$ cat src/i2c_pkg.sv
package i2c_pkg;

    ////////////////////////////////////////
    // State encodings
    ////////////////////////////////////////

    // Sequencer walk over the byte table
    typedef enum logic [2:0] {
        SEQ_IDLE,
        SEQ_START,
        SEQ_SEND_BIT,
        SEQ_ACK_CHECK,
        SEQ_RESTART,
        SEQ_STOP,
        SEQ_DONE
    } seq_state_e;

    // Bus phase as seen through the synchronizers
    typedef enum logic [2:0] {
        PH_IDLE,
        PH_READY,
        PH_START_HELD,
        PH_SCL_LOW,
        PH_SCL_HIGH,
        PH_ACK_LOW,
        PH_ACK_HIGH
    } phase_e;

    ////////////////////////////////////////
    // Bundles
    ////////////////////////////////////////

    // A set bit pulls that line low, a clear bit releases it
    typedef struct packed {
        logic scl_low;
        logic sda_low;
    } i2c_pad_t;

    // Single cycle event pulses, plus the sampled SDA level
    typedef struct packed {
        logic scl_fell;
        logic scl_rose;
        logic hold_done;
        logic sda;
        logic bus_idle;
    } phase_evt_t;

    ////////////////////////////////////////
    // Configuration sequence
    ////////////////////////////////////////

    localparam int BYTE_COUNT     = 5;
    // Second transaction starts here
    localparam int TXN_FIRST_BYTE = 2;

    typedef logic [2:0] byte_idx_t;

    // Switch addr + W, channel select, logic device addr + W, control reg, LED on
    localparam logic [7:0] byte_table [BYTE_COUNT] = '{8'hE2, 8'h80, 8'h7C, 8'h02, 8'h01};

endpackage

$ cat src/bus_phase_tracker.sv
module bus_phase_tracker
    import i2c_pkg::*;
#(
    parameter int SCL_HALF_CYCLES  = 250,
    parameter int SYNC_STAGES      = 2,
    parameter int DATA_HOLD_CYCLES = 12
) (
    input  logic       CLK,
    input  logic       reset,
    input  logic       scl_i,
    input  logic       sda_i,
    output logic       scl_high_o,
    output phase_evt_t evt_o
);

    localparam int IDLE_W = $clog2(SCL_HALF_CYCLES + 1);
    localparam int HOLD_W = $clog2(DATA_HOLD_CYCLES + 1);

    logic [SYNC_STAGES-1:0] scl_sync;
    logic [SYNC_STAGES-1:0] sda_sync;
    logic                   scl_s;
    logic                   sda_s;
    logic                   scl_prev;
    logic                   sda_prev;
    logic                   scl_fell;
    logic                   scl_rose;
    logic                   sda_fell;
    logic                   sda_rose;
    phase_e                 phase;
    logic [2:0]             bit_cnt;
    logic [IDLE_W-1:0]      idle_cnt;
    logic                   idle_hit;
    logic [HOLD_W-1:0]      hold_cnt;

    ////////////////////////////////////////
    // Synchronizers and edges
    ////////////////////////////////////////

    assign scl_s = scl_sync[SYNC_STAGES-1];
    assign sda_s = sda_sync[SYNC_STAGES-1];

    assign scl_fell = scl_prev & ~scl_s;
    assign scl_rose = ~scl_prev & scl_s;
    assign sda_fell = sda_prev & ~sda_s;
    assign sda_rose = ~sda_prev & sda_s;

    // Clock gen starts its high count from the same view of the line
    assign scl_high_o = scl_s;
    assign idle_hit   = (idle_cnt == IDLE_W'(SCL_HALF_CYCLES - 1));

    always_ff @(posedge CLK) begin
        if (reset) begin
            // Released lines read high
            scl_sync <= '1;
            sda_sync <= '1;
            scl_prev <= 1'b1;
            sda_prev <= 1'b1;
        end else begin
            scl_sync <= {scl_sync[SYNC_STAGES-2:0], scl_i};
            sda_sync <= {sda_sync[SYNC_STAGES-2:0], sda_i};
            scl_prev <= scl_s;
            sda_prev <= sda_s;
        end
    end

    ////////////////////////////////////////
    // Phase FSM and hold counter
    ////////////////////////////////////////

    always_ff @(posedge CLK) begin
        if (reset) begin
            phase    <= PH_IDLE;
            bit_cnt  <= '0;
            idle_cnt <= '0;
            hold_cnt <= '0;
            evt_o    <= '0;
        end else begin
            // Hold delay restarts on every SCL fall
            if (scl_fell) begin
                hold_cnt <= HOLD_W'(DATA_HOLD_CYCLES);
            end else if (hold_cnt != '0) begin
                hold_cnt <= hold_cnt - 1'b1;
            end

            evt_o.scl_fell  <= scl_fell;
            evt_o.scl_rose  <= scl_rose;
            evt_o.hold_done <= (hold_cnt == HOLD_W'(1));
            evt_o.sda       <= sda_s;
            evt_o.bus_idle  <= (phase == PH_IDLE) && idle_hit;

            case (phase)
                PH_IDLE: begin
                    // Both lines high for a half period
                    if (!(scl_s && sda_s)) begin
                        idle_cnt <= '0;
                    end else if (idle_hit) begin
                        idle_cnt <= '0;
                        phase    <= PH_READY;
                    end else begin
                        idle_cnt <= idle_cnt + 1'b1;
                    end
                end
                PH_START_HELD: begin
                    if (scl_fell) begin
                        phase <= PH_SCL_LOW;
                    end
                end
                PH_SCL_LOW: begin
                    if (scl_rose) begin
                        phase <= PH_SCL_HIGH;
                    end
                end
                PH_ACK_LOW: begin
                    if (scl_rose) begin
                        phase <= PH_ACK_HIGH;
                    end
                end
                default: begin
                    // READY, SCL_HIGH, ACK_HIGH watch for start, stop and the next fall
                    if (scl_s && sda_fell) begin
                        bit_cnt <= '0;
                        phase   <= PH_START_HELD;
                    end else if (scl_s && sda_rose && phase != PH_READY) begin
                        phase <= PH_IDLE;
                    end else if (scl_fell && phase == PH_SCL_HIGH) begin
                        // Eighth data bit done, ninth clock is the ACK
                        bit_cnt <= bit_cnt + 1'b1;
                        phase   <= (bit_cnt == 3'd7) ? PH_ACK_LOW : PH_SCL_LOW;
                    end else if (scl_fell && phase == PH_ACK_HIGH) begin
                        phase <= PH_SCL_LOW;
                    end
                end
            endcase
        end
    end

endmodule

$ cat src/i2c_write_top.sv
module i2c_write_top
    import i2c_pkg::*;
#(
    parameter int SCL_HALF_CYCLES  = 250,
    parameter int SYNC_STAGES      = 2,
    parameter int DATA_HOLD_CYCLES = 12,
    parameter int MAX_RETRIES      = 3
) (
    input  logic     CLK,
    input  logic     reset,
    input  logic     scl_i,
    input  logic     sda_i,
    output i2c_pad_t pad_o,
    output logic     done_o,
    output logic     fail_o
);

    // Phase events from the tracker
    phase_evt_t evt;
    logic       scl_high;

    // Clock generator handshake
    logic run;
    logic start_req;
    logic stop_req;
    logic start_done;
    logic stop_done;

    // Drive bits toward the pads
    logic scl_low;
    logic sda_low;

    scl_clock_gen #(
        .SCL_HALF_CYCLES (SCL_HALF_CYCLES)
    ) scl_clock_gen_i (
        .CLK          (CLK),
        .reset        (reset),
        .run_i        (run),
        .start_req_i  (start_req),
        .stop_req_i   (stop_req),
        .scl_high_i   (scl_high),
        .scl_low_o    (scl_low),
        .start_done_o (start_done),
        .stop_done_o  (stop_done)
    );

    bus_phase_tracker #(
        .SCL_HALF_CYCLES  (SCL_HALF_CYCLES),
        .SYNC_STAGES      (SYNC_STAGES),
        .DATA_HOLD_CYCLES (DATA_HOLD_CYCLES)
    ) bus_phase_tracker_i (
        .CLK        (CLK),
        .reset      (reset),
        .scl_i      (scl_i),
        .sda_i      (sda_i),
        .scl_high_o (scl_high),
        .evt_o      (evt)
    );

    write_sequencer #(
        .MAX_RETRIES (MAX_RETRIES)
    ) write_sequencer_i (
        .CLK          (CLK),
        .reset        (reset),
        .evt_i        (evt),
        .start_done_i (start_done),
        .stop_done_i  (stop_done),
        .run_o        (run),
        .start_req_o  (start_req),
        .stop_req_o   (stop_req),
        .sda_low_o    (sda_low),
        .done_o       (done_o),
        .fail_o       (fail_o)
    );

    // Open-drain pulls toward the pins
    assign pad_o.scl_low = scl_low;
    assign pad_o.sda_low = sda_low;

endmodule

$ cat src/scl_clock_gen.sv
module scl_clock_gen #(
    parameter int SCL_HALF_CYCLES = 250
) (
    input  logic CLK,
    input  logic reset,
    input  logic run_i,
    input  logic start_req_i,
    input  logic stop_req_i,
    input  logic scl_high_i,
    output logic scl_low_o,
    output logic start_done_o,
    output logic stop_done_o
);

    localparam int CNT_W = $clog2(SCL_HALF_CYCLES + 1);

    logic [CNT_W-1:0] half_cnt;
    logic             half_end;
    logic             req_q;
    logic             req_new;

    assign half_end = (half_cnt == CNT_W'(SCL_HALF_CYCLES - 1));
    // First cycle of a start or stop request
    assign req_new  = (start_req_i | stop_req_i) & ~req_q;

    always_ff @(posedge CLK) begin
        if (reset) begin
            scl_low_o    <= 1'b0;
            half_cnt     <= '0;
            req_q        <= 1'b0;
            start_done_o <= 1'b0;
            stop_done_o  <= 1'b0;
        end else begin
            req_q        <= start_req_i | stop_req_i;
            start_done_o <= 1'b0;
            stop_done_o  <= 1'b0;
            if (scl_low_o) begin
                // Low half, release at the end
                if (half_end) begin
                    scl_low_o <= 1'b0;
                    half_cnt  <= '0;
                end else begin
                    half_cnt <= half_cnt + 1'b1;
                end
            end else if (!scl_high_i || req_new) begin
                // Line still low (target stretching) or SDA just moved
                half_cnt <= '0;
            end else if (half_end) begin
                half_cnt <= '0;
                // Stop keeps SCL released for good
                if (stop_req_i) begin
                    stop_done_o <= 1'b1;
                end else if (start_req_i) begin
                    start_done_o <= 1'b1;
                    scl_low_o    <= 1'b1;
                end else if (run_i) begin
                    scl_low_o <= 1'b1;
                end
            end else begin
                half_cnt <= half_cnt + 1'b1;
            end
        end
    end

endmodule

$ cat src/write_sequencer.sv
module write_sequencer
    import i2c_pkg::*;
#(
    parameter int MAX_RETRIES = 3
) (
    input  logic       CLK,
    input  logic       reset,
    input  phase_evt_t evt_i,
    input  logic       start_done_i,
    input  logic       stop_done_i,
    output logic       run_o,
    output logic       start_req_o,
    output logic       stop_req_o,
    output logic       sda_low_o,
    output logic       done_o,
    output logic       fail_o
);

    localparam int TRY_W = $clog2(MAX_RETRIES + 1);

    seq_state_e       state;
    byte_idx_t        byte_idx;
    logic [2:0]       bit_cnt;
    logic [TRY_W-1:0] tries;
    logic             give_up;
    logic             cur_bit;
    logic             last_byte;
    logic             txn_end;
    byte_idx_t        txn_start;

    ////////////////////////////////////////
    // Table lookup
    ////////////////////////////////////////

    // MSB first
    assign cur_bit   = byte_table[byte_idx][bit_cnt];
    assign last_byte = (byte_idx == byte_idx_t'(BYTE_COUNT - 1));
    // Last byte of the first transaction
    assign txn_end   = (byte_idx == byte_idx_t'(TXN_FIRST_BYTE - 1));
    // Address byte of the transaction in flight
    assign txn_start = (byte_idx < byte_idx_t'(TXN_FIRST_BYTE)) ?
                       '0 : byte_idx_t'(TXN_FIRST_BYTE);

    // SCL toggles whenever a byte, ACK, restart or stop is under way
    assign run_o       = (state == SEQ_SEND_BIT) || (state == SEQ_ACK_CHECK) ||
                         (state == SEQ_RESTART) || (state == SEQ_STOP);
    assign start_req_o = (state == SEQ_START);

    ////////////////////////////////////////
    // Sequencer FSM
    ////////////////////////////////////////

    always_ff @(posedge CLK) begin
        if (reset) begin
            state      <= SEQ_IDLE;
            byte_idx   <= '0;
            bit_cnt    <= 3'd7;
            tries      <= '0;
            give_up    <= 1'b0;
            stop_req_o <= 1'b0;
            sda_low_o  <= 1'b0;
            done_o     <= 1'b0;
            fail_o     <= 1'b0;
        end else begin
            case (state)
                SEQ_IDLE: begin
                    // SDA falls while SCL is high
                    if (evt_i.bus_idle) begin
                        sda_low_o <= 1'b1;
                        state     <= SEQ_START;
                    end
                end
                SEQ_START: begin
                    if (start_done_i) begin
                        bit_cnt <= 3'd7;
                        state   <= SEQ_SEND_BIT;
                    end
                end
                SEQ_SEND_BIT: begin
                    // New data only once the hold delay after the fall has run out
                    if (evt_i.hold_done) begin
                        sda_low_o <= ~cur_bit;
                    end
                    if (evt_i.scl_rose) begin
                        if (bit_cnt == 3'd0) begin
                            state <= SEQ_ACK_CHECK;
                        end else begin
                            bit_cnt <= bit_cnt - 1'b1;
                        end
                    end
                end
                SEQ_ACK_CHECK: begin
                    // Hand SDA to the target for the ninth bit
                    if (evt_i.hold_done) begin
                        sda_low_o <= 1'b0;
                    end
                    if (evt_i.scl_rose) begin
                        bit_cnt <= 3'd7;
                        if (!evt_i.sda) begin
                            if (last_byte) begin
                                state <= SEQ_STOP;
                            end else begin
                                byte_idx <= byte_idx + 1'b1;
                                if (txn_end) begin
                                    // Fresh attempt budget for the next target
                                    tries <= '0;
                                    state <= SEQ_RESTART;
                                end else begin
                                    state <= SEQ_SEND_BIT;
                                end
                            end
                        end else if (tries == TRY_W'(MAX_RETRIES - 1)) begin
                            give_up <= 1'b1;
                            state   <= SEQ_STOP;
                        end else begin
                            // NACK, resend from the address byte
                            tries    <= tries + 1'b1;
                            byte_idx <= txn_start;
                            state    <= SEQ_RESTART;
                        end
                    end
                end
                SEQ_RESTART: begin
                    // SDA already released, pull it low in the next SCL high
                    if (evt_i.scl_rose) begin
                        sda_low_o <= 1'b1;
                        state     <= SEQ_START;
                    end
                end
                SEQ_STOP: begin
                    // SDA low while SCL is low, then release it with SCL high
                    if (evt_i.hold_done) begin
                        sda_low_o  <= 1'b1;
                        stop_req_o <= 1'b1;
                    end
                    if (stop_done_i) begin
                        sda_low_o  <= 1'b0;
                        stop_req_o <= 1'b0;
                        state      <= SEQ_DONE;
                    end
                end
                SEQ_DONE: begin
                    done_o <= ~give_up;
                    fail_o <= give_up;
                end
                default: begin
                    state <= SEQ_IDLE;
                end
            endcase
        end
    end

endmodule
$ cat config.mk
export PLATFORM = sky130hd
export DESIGN_NAME = i2c_write_top
export DESIGN_NICKNAME = d
export VERILOG_FILES = /design/src/i2c_pkg.sv /design/src/bus_phase_tracker.sv /design/src/i2c_write_top.sv /design/src/scl_clock_gen.sv /design/src/write_sequencer.sv
export SDC_FILE = /design/constraint.sdc
export NUM_CORES = 1
export LEC_CHECK = 0
export ABC_AREA = 1
export BUFFER_PORTS_ARGS = -buffer_cell sky130_fd_sc_hd__buf_4
export CAP_MARGIN = 20
export CELL_PAD_IN_SITES_DETAIL_PLACEMENT = 1
export CELL_PAD_IN_SITES_GLOBAL_PLACEMENT = 1
export CORE_MARGIN = 4
export CORE_UTILIZATION = 49
export DETAILED_ROUTE_END_ITERATION = 10
export PLACE_DENSITY = 0.9
export SYNTH_ARGS = -nofsm -noshare
export SYNTH_HDL_FRONTEND = slang
export SYNTH_SLANG_ARGS = --single-unit
$ cat constraint.sdc
create_clock -name CLK -period 2.05 [get_ports CLK]
set_input_delay 0 -clock CLK [delete_from_list [all_inputs] [get_ports CLK]]
set_output_delay 0 -clock CLK [all_outputs]
set_load 0.05 [all_outputs]
==> out/qor.csv <==
stage,metric,value,unit
status,run_status,finished clean,
setup_path,setup.worst_path.start,write_sequencer_i.bit_cnt[0]$_SDFFE_PP1P_,
sta,final.setup.tns,0,ns
synthesis,synthArstFlopShare,0,%
grt,grt_pass1_vias,2571,
synthesis,synth_seq_area_share,38.5,%
synthesis,synth_top_area_cell,dfxtp_1,
grt,antenna_found_initial,0,
die,ios,8,
place,hpwlAfterDp,4.81,mm
detailed_routing,drt.antenna.violating_nets,0,
clock_network,clock-sinks,56,
cells_and_area,fin_util,55.8,%
cells_and_area,num-fill-cells,751,
synthesis,ys.flop_type,dfxtp_1,
power_and_ir_drop,leakagePower,1.41,nW
power_and_ir_drop,powerDensity,1020,nW/µm²
grt,grt_max_degree,26,
clock_network,clockBufferDepth,2,
sta,final.period_utilization,78.3,%
sta,slew_violations,0,
die,core_area,5640,µm²
setup_path,path_cells,inv_1 -> ha_1 -> inv_1 -> nor2_1 -> o22ai_1 -> nand2_1 -> nor2_2 -> o21ai_0 -> o211ai_1,
sta,finalCriticalPeriod,1.60,ns
die,die_x,85.1,µm
worst_hold_path,hp-start,reset,
setup_path,start_kind,register,
cells_and_area,layout_commonest_cell,nand2_1,
synthesis,netlist.area_leader.share,38.5,%
die,die_h,85.1,µm
setup_path,cp-end-kind,register,
setup_path,critPathMaxFanout,6,
grt,track_usage,18.6,%
synthesis,synth_cells,402,
detailed_routing,drc,0,
sta,timing.slew.headroom,51.4,%
synthesis,syn-mean-instance-area,7.24,µm²
sta,hold_viol,0,
clock_network,cts_htree_levels,2,
detailed_routing,dr.pass1.iters,4,
place,postPlaceCellArea,3020,µm²
synthesis,ys_seq_elements,56,
die,num_rows,27,
cells_and_area,final_cell_mix,"nand2_1, dfxtp_1, nor2_1, inv_1, nand3_1",
sta,finalSetupViolCount,0,
detailed_routing,wl_per_cell,13.1,µm
clock_network,cts_buffers,5,
clock_network,cts_root_buf,clkbuf_8,
job,drv_cap,0,
synthesis,netlist_area,2910,µm²
detailed_routing,vias_per_cell,5.21,
place,gp_congestion,0.882,
place,portBuffers,7,
sta,rsz0062_at_grt,false,
setup_path,crit_top_cell,inv_1,
synthesis,syn-num-nets,424,
setup_path,regToRegStartpoint,write_sequencer_i.bit_cnt[0]$_SDFFE_PP1P_,
setup_path,critPathKind,register to register,
synthesis,netlist_top_cells_area,"dfxtp_1, nand2_1, ha_1",
sta,worst_clock_skew,0.00476,ns
setup_path,max_stage_delay,0.43,ns
detailed_routing,vias,2527,
worst_hold_path,hold_class,primary input to register,
setup_path,critical_path_required,2.29,ns
sta,worst_slew_pin_slew,0.729,ns
synthesis,ys_types,35,
clock_network,cts_tree,yes,
grt,overflow,0,
die,start_util,51.6,%
clock_network,insertion_delay,0.31,ns
grt,grt_pass1_wl,11.3,mm
synthesis,synth_warnings,0,
setup_path,critPathSlowestCell,dfxtp_1,
detailed_routing,wl,6.34,mm
die,die_area,7240,µm²
detailed_routing,drt_iter0_drc,147,
cells_and_area,synthToLayoutAreaGrowth,8.21,%
cells_and_area,nets,434,
power_and_ir_drop,irDropWorstVdd,0.000638,V
cells_and_area,final_area,3150,µm²
sta,fmax,623,MHz
cells_and_area,layout-drive-gt1-share,10.4,%
setup_path,arrival,1.84,ns
cells_and_area,diodes,0,
synthesis,synth_edf_count,0,
clock_network,clkSlewWorstSetupHoldPaths,0.10,ns
clock_network,cts.repair.resized,0,
## stage by stage
stage                     hold WS [ns]  std cells  total power, mW  setup WS [ns]
after floorplan                  0.104        402             2.25          0.665
after global placement           0.184        475             2.45          0.557
after detailed placement         0.188        475             2.51          0.492
after CTS                       0.0421        485             3.23          0.459
after global routing            0.0571        485             3.48          0.293
final                           0.0465        485             3.21          0.445
## cells by family (layout without fill, tap and decap cells)
group,after synthesis,count (layout),share of synthesized area [%]
and+or+nand+nor,201,201,30.9
AOI/OAI and AO/OA,58,58,11.8
buffers and inverters,58,69,7.78
DFF,56,56,38.5
adders and majority gates,18,18,7.74
xor gates and xnor gates,11,11,3.31
## routing by layer
metal,vias up,global-route usage (%),routed length (µm)
met4,0,4.75,85
met2,19,33.4,3100
met3,9,2.33,97
met1,1195,23.4,3060
met5,-,0,0
li1,1304,-,-
## layout make-up
cell class / count / area, µm² / area share (%)
multi-input cells: 288 / 1560 / 49.6
flip-flops and latches: 56 / 1120 / 35.6
clock inverters: 2 / 35.0 / 1.11
clock buffers: 6 / 72.6 / 2.30
repair buffers: 9 / 72.6 / 2.30
well taps: 72 / 90.1 / 2.86
inverters: 52 / 195 / 6.20
## registers in the layout, summed over array words and instances, names as in the netlist
register / count
write_sequencer_i.byte_idx: 3
bus_phase_tracker_i.phase: 3
write_sequencer_i.stop_req_o: 1
bus_phase_tracker_i.bit_cnt: 3
bus_phase_tracker_i.sda_prev: 1
write_sequencer_i.state: 3
write_sequencer_i.give_up: 1
bus_phase_tracker_i.idle_cnt: 8
scl_clock_gen_i.req_q: 1
write_sequencer_i.tries: 2
write_sequencer_i.fail_o: 1
bus_phase_tracker_i.scl_sync: 2
scl_clock_gen_i.half_cnt: 8
scl_clock_gen_i.scl_low_o: 1
bus_phase_tracker_i.scl_prev: 1
write_sequencer_i.done_o: 1
bus_phase_tracker_i.evt_o: 4
bus_phase_tracker_i.hold_cnt: 4
scl_clock_gen_i.start_done_o: 1
write_sequencer_i.bit_cnt: 3
scl_clock_gen_i.stop_done_o: 1
bus_phase_tracker_i.sda_sync: 2
write_sequencer_i.sda_low_o: 1
## timing repair
action / CTS / global route
hold buffers: 2 / 0
setup buffers: 0 / 0
endpoints found under the hold margin: 2 / 0
## where the power goes
group | internal, mW | leakage [nW] | switching (mW)
logic | 0.383 | 0.894 | 0.732
clock network | 0.363 | 0.0552 | 0.353
registers | 1.23 | 0.457 | 0.153
total | 1.97 | 1.41 | 1.24
## worst paths after layout
check	depth (start not counted)	slack [ns]	endpoint
hold / removal	2	0.05	bus_phase_tracker_i.bit_cnt[1]$_SDFFE_PP0P_
hold reg to reg	1	0.43	bus_phase_tracker_i.scl_sync[1]$_SDFF_PP1_
setup reg to reg	9	0.45	write_sequencer_i.bit_cnt[0]$_SDFFE_PP1P_
setup / recovery	9	0.45	write_sequencer_i.bit_cnt[0]$_SDFFE_PP1P_
## Yosys cell counts (2+ instances only)
cell type  number
inv_1          46
nand2_1        88
nor2_1         51
nand3_1        27
clkbuf_1        3
nand2_2         5
buf_4           2
or2_2           4
a22oi_1         2
o211ai_1        5
or2_1           3
a21oi_1        25
xnor2_1         2
and2_1          2
nor2_4          4
o21ai_0        15
o21bai_1        2
ha_1           18
o22ai_1         3
nor3_1          5
xor2_1          9
nor2_2          6
inv_2           5
nand4_1         4
dfxtp_1        56
## worst max-delay path: cells and delay by family, from the launching register on
kind	cells	cell delay, ns
flops	1	0.43
fa+ha+maj	1	0.21
compound gates	3	0.39
buf+inv	2	0.18
simple gates	3	0.33
Power figures use the tool's default switching activity.
